**src/rtl/radarPkg.sv**
```systemverilog
package radarPkg;

	// servo stops, right to left
	typedef enum logic [1:0] {
		angle0,
		angle90,
		angle180
	} servoAngleT;

	// aim, sample and record at each of the four stops, then decide
	typedef enum logic [3:0] {
		aimRight,
		sampleRight,
		recordRight,
		aimCenterA,
		sampleCenterA,
		recordCenterA,
		aimLeft,
		sampleLeft,
		recordLeft,
		aimCenterB,
		sampleCenterB,
		recordCenterB,
		alarmDecide
	} sweepStateT;

	typedef enum logic [1:0] {
		alarmClear,
		alarmMid,
		alarmNear
	} alarmLevelT;

	typedef logic [7:0] distanceT;

	// servo reference thresholds at full 17-bit resolution
	localparam logic [16:0] servoThreshold0 = 17'd50000;
	localparam logic [16:0] servoThreshold90 = 17'd75000;
	localparam logic [16:0] servoThreshold180 = 17'd100000;

	localparam distanceT nearLimitCm = 8'd10;
	localparam distanceT midLimitCm = 8'd30;
	localparam distanceT maxRangeCm = 8'd200;

	// active low, segment g in the top bit
	localparam logic [6:0] segDigits [0:9] = '{
		7'b1000000, 7'b1111001, 7'b0100100, 7'b0110000, 7'b0011001,
		7'b0010010, 7'b0000010, 7'b1111000, 7'b0000000, 7'b0011000
	};
	localparam logic [6:0] segBlank = 7'b1111111;

endpackage
```
**src/rtl/radarTop.sv**
```systemverilog
`timescale 1ns/1ns

module radarTop #(
	parameter int stepTicks = 12500000,
	parameter int pwmBits = 17,
	parameter int ticksPerCm = 2942,
	parameter int triggerTicks = 500,
	parameter int beatTicks = 6250000,
	parameter int toneTicks = 23889
) (
	input logic clk,
	input logic reset,
	input logic echo,
	output logic trigger,
	output logic servoPulse,
	output logic speaker,
	output radarPkg::sweepStateT sweepStep,
	output radarPkg::servoAngleT servoAngle,
	output radarPkg::alarmLevelT alarmLevel,
	output logic [6:0] digitOnes,
	output logic [6:0] digitTens,
	output logic [6:0] digitHundreds,
	output logic [6:0] digitSpare
);
	import radarPkg::*;

	logic sample;
	distanceT distance;
	logic distanceValid;

	sweepSequencer #(
		.stepTicks(stepTicks)
	) sequencer_i (
		.clk(clk),
		.reset(reset),
		.distance(distance),
		.sample(sample),
		.servoAngle(servoAngle),
		.state(sweepStep),
		.alarmLevel(alarmLevel)
	);

	servoPwm #(
		.pwmBits(pwmBits)
	) servo_i (
		.clk(clk),
		.reset(reset),
		.servoAngle(servoAngle),
		.pulse(servoPulse)
	);

	// ranger window runs in step with the sequencer
	echoRanger #(
		.stepTicks(stepTicks),
		.ticksPerCm(ticksPerCm),
		.triggerTicks(triggerTicks)
	) ranger_i (
		.clk(clk),
		.reset(reset),
		.echo(echo),
		.sample(sample),
		.trigger(trigger),
		.distance(distance),
		.distanceValid(distanceValid)
	);

	alarmBeeper #(
		.beatTicks(beatTicks),
		.toneTicks(toneTicks)
	) beeper_i (
		.clk(clk),
		.reset(reset),
		.alarmLevel(alarmLevel),
		.speaker(speaker)
	);

	distanceDisplay display_i (
		.clk(clk),
		.reset(reset),
		.distanceValid(distanceValid),
		.distance(distance),
		.digitOnes(digitOnes),
		.digitTens(digitTens),
		.digitHundreds(digitHundreds),
		.digitSpare(digitSpare)
	);

endmodule

```
**src/rtl/distanceDisplay.sv**
```systemverilog
`timescale 1ns/1ns

module distanceDisplay (
	input logic clk,
	input logic reset,
	input logic distanceValid,
	input radarPkg::distanceT distance,
	output logic [6:0] digitOnes,
	output logic [6:0] digitTens,
	output logic [6:0] digitHundreds,
	output logic [6:0] digitSpare
);
	import radarPkg::*;

	logic [3:0] onesValue;
	logic [3:0] tensValue;
	logic [3:0] hundredsValue;

	// decimal split, an 8-bit distance never goes past 2 hundreds
	assign hundredsValue = 4'(distance / 8'd100);
	assign tensValue = 4'((distance / 8'd10) % 8'd10);
	assign onesValue = 4'(distance % 8'd10);

	always_ff @(posedge clk) begin
		if (reset) begin
			digitOnes <= segBlank;
			digitTens <= segBlank;
			digitHundreds <= segBlank;
		end else if (distanceValid) begin
			digitOnes <= segDigits[onesValue];
			digitTens <= segDigits[tensValue];
			digitHundreds <= segDigits[hundredsValue];
		end
	end

	// fourth digit stays dark
	assign digitSpare = segBlank;

endmodule

```
**src/rtl/alarmBeeper.sv**
```systemverilog
`timescale 1ns/1ns

module alarmBeeper #(
	parameter int beatTicks = 6250000,
	parameter int toneTicks = 23889
) (
	input logic clk,
	input logic reset,
	input radarPkg::alarmLevelT alarmLevel,
	output logic speaker
);
	import radarPkg::*;

	localparam int beatW = $clog2(4 * beatTicks);
	localparam int toneW = $clog2(toneTicks + 1);

	logic [beatW-1:0] beatCount;
	logic [beatW-1:0] beatLast;
	logic tonePhase;
	logic [toneW-1:0] toneCount;

	// closer objects give a faster cadence
	always_comb begin
		case (alarmLevel)
			alarmNear: beatLast = beatW'(beatTicks - 1);
			alarmMid: beatLast = beatW'(2 * beatTicks - 1);
			default: beatLast = beatW'(4 * beatTicks - 1);
		endcase
	end

	// beat counter runs down, level is picked up when a new beat begins
	always_ff @(posedge clk) begin
		if (reset) begin
			beatCount <= beatW'(4 * beatTicks - 1);
			tonePhase <= 1'b0;
		end else if (beatCount == '0) begin
			beatCount <= beatLast;
			tonePhase <= !tonePhase;
		end else begin
			beatCount <= beatCount - 1'b1;
		end
	end

	// square wave starts low at every beat
	always_ff @(posedge clk) begin
		if (reset) begin
			toneCount <= '0;
			speaker <= 1'b0;
		end else if (beatCount == '0 || !tonePhase) begin
			toneCount <= '0;
			speaker <= 1'b0;
		end else if (toneCount == toneW'(toneTicks - 1)) begin
			toneCount <= '0;
			speaker <= !speaker;
		end else begin
			toneCount <= toneCount + 1'b1;
		end
	end

	silentBeatQuiet: assert property (@(posedge clk) disable iff (reset)
		!tonePhase |-> !speaker);

endmodule

```
**src/rtl/sweepSequencer.sv**
```systemverilog
`timescale 1ns/1ns

module sweepSequencer #(
	parameter int stepTicks = 12500000
) (
	input logic clk,
	input logic reset,
	input radarPkg::distanceT distance,
	output logic sample,
	output radarPkg::servoAngleT servoAngle,
	output radarPkg::sweepStateT state,
	output radarPkg::alarmLevelT alarmLevel
);
	import radarPkg::*;

	localparam int stepW = $clog2(stepTicks);

	logic [stepW-1:0] stepCount;
	logic stepEnd;
	sweepStateT nextState;
	logic [1:0] stopIndex;
	logic isNear;
	logic isMid;
	logic [3:0] nearFlags;
	logic [3:0] midFlags;

	assign stepEnd = stepCount == stepW'(stepTicks - 1);

	always_ff @(posedge clk) begin
		if (reset || stepEnd) begin
			stepCount <= '0;
		end else begin
			stepCount <= stepCount + 1'b1;
		end
	end

	always_comb begin
		if (state == alarmDecide) begin
			nextState = aimRight;
		end else begin
			nextState = sweepStateT'(state + 4'd1);
		end
	end

	// which stop the upcoming record state belongs to
	always_comb begin
		case (nextState)
			recordCenterA: stopIndex = 2'd1;
			recordLeft: stopIndex = 2'd2;
			recordCenterB: stopIndex = 2'd3;
			default: stopIndex = 2'd0;
		endcase
	end

	// zero means nothing came back
	assign isNear = distance != '0 && distance <= nearLimitCm;
	assign isMid = distance > nearLimitCm && distance <= midLimitCm;

	always_ff @(posedge clk) begin
		if (reset) begin
			state <= aimRight;
			sample <= 1'b0;
			nearFlags <= '0;
			midFlags <= '0;
			alarmLevel <= alarmClear;
		end else begin
			sample <= 1'b0;
			if (stepEnd) begin
				state <= nextState;
				case (nextState)
					sampleRight, sampleCenterA, sampleLeft, sampleCenterB: begin
						sample <= 1'b1;
					end
					recordRight, recordCenterA, recordLeft, recordCenterB: begin
						nearFlags[stopIndex] <= isNear;
						midFlags[stopIndex] <= isMid;
					end
					alarmDecide: begin
						// any near stop wins over any mid stop
						if (|nearFlags) begin
							alarmLevel <= alarmNear;
						end else if (|midFlags) begin
							alarmLevel <= alarmMid;
						end else begin
							alarmLevel <= alarmClear;
						end
						nearFlags <= '0;
						midFlags <= '0;
					end
					default: begin
					end
				endcase
			end
		end
	end

	always_comb begin
		case (state)
			aimRight, sampleRight, recordRight: servoAngle = angle0;
			aimLeft, sampleLeft, recordLeft: servoAngle = angle180;
			default: servoAngle = angle90;
		endcase
	end

	sampleOneCycle: assert property (@(posedge clk) disable iff (reset)
		sample |=> !sample);

	stateLegal: assert property (@(posedge clk) disable iff (reset)
		state <= alarmDecide);

endmodule

```
**src/rtl/echoRanger.sv**
```systemverilog
`timescale 1ns/1ns

module echoRanger #(
	parameter int stepTicks = 12500000,
	parameter int ticksPerCm = 2942,
	parameter int triggerTicks = 500
) (
	input logic clk,
	input logic reset,
	input logic echo,
	input logic sample,
	output logic trigger,
	output radarPkg::distanceT distance,
	output logic distanceValid
);
	import radarPkg::*;

	localparam int windowW = $clog2(stepTicks);
	localparam int subW = $clog2(ticksPerCm + 1);

	logic [windowW-1:0] windowCount;
	logic windowEnd;
	logic [subW-1:0] subCount;
	distanceT cmCount;
	distanceT windowResult;

	assign windowEnd = windowCount == windowW'(stepTicks - 1);

	// trigger is registered from the window count, one cycle behind it
	always_ff @(posedge clk) begin
		if (reset) begin
			windowCount <= '0;
			trigger <= 1'b0;
		end else begin
			windowCount <= windowEnd ? '0 : windowCount + 1'b1;
			trigger <= windowCount < windowW'(triggerTicks);
		end
	end

	// echo width in centimetres, held at the range limit
	always_ff @(posedge clk) begin
		if (reset || windowEnd) begin
			subCount <= '0;
			cmCount <= '0;
		end else if (echo && cmCount != maxRangeCm) begin
			if (subCount == subW'(ticksPerCm - 1)) begin
				subCount <= '0;
				cmCount <= cmCount + 1'b1;
			end else begin
				subCount <= subCount + 1'b1;
			end
		end
	end

	// out of range reads as no object
	always_ff @(posedge clk) begin
		if (windowEnd) begin
			windowResult <= (cmCount >= maxRangeCm) ? '0 : cmCount;
		end
	end

	always_ff @(posedge clk) begin
		if (reset) begin
			distance <= '0;
			distanceValid <= 1'b0;
		end else begin
			distanceValid <= sample;
			if (sample) begin
				distance <= windowResult;
			end
		end
	end

	triggerInWindow: assert property (@(posedge clk) disable iff (reset)
		trigger |-> windowCount != '0 && windowCount <= windowW'(triggerTicks));

endmodule

```
**src/rtl/servoPwm.sv**
```systemverilog
`timescale 1ns/1ns

module servoPwm #(
	parameter int pwmBits = 17
) (
	input logic clk,
	input logic reset,
	input radarPkg::servoAngleT servoAngle,
	output logic pulse
);
	import radarPkg::*;

	logic [pwmBits-1:0] counter;
	logic [16:0] fullThreshold;
	logic [pwmBits-1:0] threshold;

	always_comb begin
		case (servoAngle)
			angle0: fullThreshold = servoThreshold0;
			angle180: fullThreshold = servoThreshold180;
			default: fullThreshold = servoThreshold90;
		endcase
	end

	// scale the reference down to the counter width
	assign threshold = pwmBits'(fullThreshold >> (17 - pwmBits));

	always_ff @(posedge clk) begin
		if (reset) begin
			counter <= '0;
			pulse <= 1'b0;
		end else begin
			counter <= counter + 1'b1;
			pulse <= counter > threshold;
		end
	end

endmodule

```
**config.mk**
```make
export PLATFORM = sky130hd
export DESIGN_NAME = radarTop
export DESIGN_NICKNAME = d
export VERILOG_FILES = /design/src/rtl/radarPkg.sv /design/src/rtl/radarTop.sv /design/src/rtl/distanceDisplay.sv /design/src/rtl/alarmBeeper.sv /design/src/rtl/sweepSequencer.sv /design/src/rtl/echoRanger.sv /design/src/rtl/servoPwm.sv
export SDC_FILE = /design/constraint.sdc
export NUM_CORES = 1
export LEC_CHECK = 0
export BUFFER_PORTS_ARGS = -buffer_cell sky130_fd_sc_hd__buf_4
export CAP_MARGIN = 30
export CORE_UTILIZATION = 42
export CTS_CLUSTER_SIZE = 28
export DETAILED_ROUTE_END_ITERATION = 8
export PLACE_DENSITY = 0.63
export SLEW_MARGIN = 20
export SYNTH_ARGS = -nofsm -noshare
export SYNTH_HDL_FRONTEND = slang
export SYNTH_SLANG_ARGS = --single-unit
```
**constraint.sdc**
```tcl
create_clock -name clk -period 3.4 [get_ports clk]
set_input_delay 0.68 -clock clk [delete_from_list [all_inputs] [get_ports clk]]
set_output_delay 0.68 -clock clk [all_outputs]
set_load 0.01 [all_outputs]
```
==> results.tsv <==
metric	value	unit
ys async rst share	0	
Synth Area per Inst	8.535	um^2
Most used DFF post-synth	dfxtp_1	
global-route wire length before repair	33730	um
Max Slew Vio Count	0	
drt wl/cell	13.27	um
vias in the first global route	7260	
Nets	1224	
Post-DP Area	10270	um^2
critical path peak fanout	7	
Fmax	298.0	MHz
Post-DP HPWL	13650	um
clk_lat worst skew	0.43	ns
Slew Limit Headroom	0.4921	
routability cong.	0.9156	
Seq cells post-synth	181	
fraction of layout cells with a size suffix above 1	0.1463	
pin count of the biggest net entering global routing	44	
clock-pin slew on the worst setup and hold paths	0.07	ns
CTS tree	built	
largest area contributor in the synthesized netlist	dfxtp_1	
Root Driver	clkbuf_16	
part of the power in the clock network	0.464	
Layout area overhead	15.33	%
final hold vios	0	
Core Area	22030	um^2
Max stage delay on crit path	0.40	ns
Ports	42	
Initial Utilization	0.4325	
maximum VDD drop	0.0003221	V
CP max stage cell	dfxtp_4	
Remaining DRCs	0	
Worst-Margin Slew	0.7539	ns
Post-synth EDFFs	8	
most frequent cells in the layout	dfxtp_1 (168), nor2_1 (165), nand2_1 (92)	
initial antenna violation count	0	
Die Y	152.6	um
Routed Antenna Nets	0	
vias per cell	5.165	
Seq/Total Area, Yosys	0.3888	
DRT Pass-1 Iters	9	
Max Cap Viol	0	
period utilization	0.9869	
DRT iter0 DRCs	418	
Worst Hold Class	reg2reg	
clock skew	0.01312	ns
Final min period	3.356	ns
CTS Buf Count	17	
critical-path cell list	nand3b_1 > a311oi_2 > or3_4 > inv_2 > ha_2 > nand3_2 > nor3_2 > o21ai_1 > a32o_2 > ha_4 > or2_4 > mux2_4 > mux2_4 > a221o_1	
DR vias	7587	
Final Cell Area	10990	um^2
cell mode on critical path	mux2_4	
sequential share of power	0.517	
WP data arrival	3.67	ns
Synth area leaders	dfxtp_1 (36%), xor2_1 (7.1%), nor2_1 (6.5%)	
Pint	3.156	mW
switch share	0.2435	
Post-Syn Instances	1116	
port bufs	34	
Max Buffers Root-to-Sink	2	
Sw Pwr	1.016	mW
CTS H-tree depth	4	
Startpoint Class	flop	
commonest non-fill, non-tap cell in the layout	dfxtp_1	
Req. time, crit path	3.71	ns
WL final	19490	um
PwrDens	379.8	nW/um^2
CP Class	reg2reg	
Rows	54	
Mapped Area	9525	um^2
diodes inserted	0	
clk sinks	181	
die extent in x	152.6	um
Worst setup EP type	flop	
Synth warnings	0	
RSZ-0062 raised after global routing	yes	
number of unique standard cell types used by synthesis	85	
Comb power frac	0.019	
grt total ovfl	0	
Final setup viols	0	
WHS	0.4164	ns
leakage	4.134	nW
Tot GR Track Use	0.1723	
top cell type's share of synthesized area	0.3636	
Die ar.	23290	um^2
outcome	completed	
hold_buf cts	0	
layer usage:
metal  up-vias  routed length (um)  track usage
li1       3967                   -            -
met1      3486                9889       0.2288
met2       116                8692       0.2774
met3        18                 669      0.03754
met4         0                 239      0.05532
met5         -                   0            0
power by group through the flow:
stage	sequential, mW	combinational (mW)	clock (mW)
finish	2.16	0.0795	1.93
global route	2.16	0.0927	2.08
CTS	2.16	0.0809	1.99
detailed placement	2.21	0.0803	0
global placement	2.21	0.0798	0
floorplan	2.21	0.0709	0
stage by stage:
step	TNS, ns	std cells	setup slack (ns)	power [mW]	utilization
6_report	0	1469	0.04440	4.172	0.4988
5_1_grt	-0.06799	1469	-0.04526	4.338	0.4988
4_1_cts	0	1467	0.005521	4.231	0.4944
3_5_place_dp	-0.1677	1432	-0.1567	2.291	0.4661
3_3_place_gp	-0.06063	1432	-0.06063	2.290	0.4661
2_1_floorplan	-0.09746	1122	-0.09746	2.279	-
state kept, by name (all words and copies together) (netlist names):
name,count
sequencer_i.midFlags,4
display_i.digitTens,7
beeper_i.toneCount,15
ranger_i.subCount,12
beeper_i.tonePhase,1
sequencer_i.nearFlags,4
sequencer_i.stepCount,24
sequencer_i.sample,1
beeper_i.beatCount,25
ranger_i.trigger,1
display_i.digitHundreds,6
servo_i.counter,17
ranger_i.cmCount,8
display_i.digitOnes,7
beeper_i.speaker,1
ranger_i.windowResult,8
ranger_i.windowCount,24
ranger_i.distanceValid,1
sequencer_i.alarmLevel,2
servo_i.pulse,1
ranger_i.distance,8
sequencer_i.state,4
final timing paths:
kind | slack [ns] | end | startpoint | cells after the start
max | 0.04 | display_i.digitTens[0]$_SDFFE_PP1P_ | ranger_i.distance[5]$_SDFFE_PP0P_ | 14
min | 0.42 | beeper_i.beatCount[0]$_SDFF_PP1_ | beeper_i.beatCount[0]$_SDFF_PP1_ | 1
max reg2reg | 0.04 | display_i.digitTens[0]$_SDFFE_PP1P_ | ranger_i.distance[5]$_SDFFE_PP0P_ | 14
min reg2reg | 0.42 | beeper_i.beatCount[0]$_SDFF_PP1_ | beeper_i.beatCount[0]$_SDFF_PP1_ | 1
critical path: cells and delay by family, from the launching register on:
family                     cells  cell delay [ns]
DFF                            1             0.40
muxes                          2             0.59
buffers and inverters          1             0.07
and+or+nand+nor                5             1.02
AOI/OAI and AO/OA              4             0.75
adders and majority gates      2             0.40
repair_timing:
item                                    in CTS  in global routing
endpoints found under the setup margin       2                  7
gates resized for setup                      6                 18
pin swaps                                    2                  8
setup buffers                                3                  2
cell type report:
cell class                 count  area, um^2
multi-input combinational    846        5503
timing repair buffer          89       671.9
tap                          280       350.3
clock buffer                  17       425.4
sequential                   181        3717
inverter                      41       153.9
fill                        2100       11040
clock inverter                15       163.9
Yosys cell counts (all sizes together) (4+ instances only):
master  instances
dfxtp         173
nor2          167
nand2          92
xor2           77
a21oi          54
ha             45
xnor2          42
nand3          41
inv            40
o21ai          33
clkbuf         29
nand4          26
buf            25
nor3           24
and3           20
mux2i          19
nor4           18
and2           16
nand2b         15
nor2b          15
a21o           12
or3             9
edfxtp          8
or2             8
a211oi          7
o21a            7
or4             7
and4            5
o22ai           5
o31ai           5
a211o           4
a31oi           4
nand3b          4
nor3b           4
logic make-up (layout without fill, tap and decap cells):
logic type / after synthesis / count (layout) / share of synthesized area
AND/OR/NAND/NOR: 481 / 481 / 0.2521
flip-flops: 181 / 181 / 0.3888
AO/OA/AOI/OAI: 172 / 172 / 0.1198
XOR/XNOR: 119 / 119 / 0.1102
buffers and inverters: 95 / 162 / 0.04571
adder cells (fa/ha/maj): 45 / 45 / 0.05911
multiplexers: 22 / 22 / 0.02391
other: 1 / 7 / 0.0003937
(Power assumes the default switching activity.)
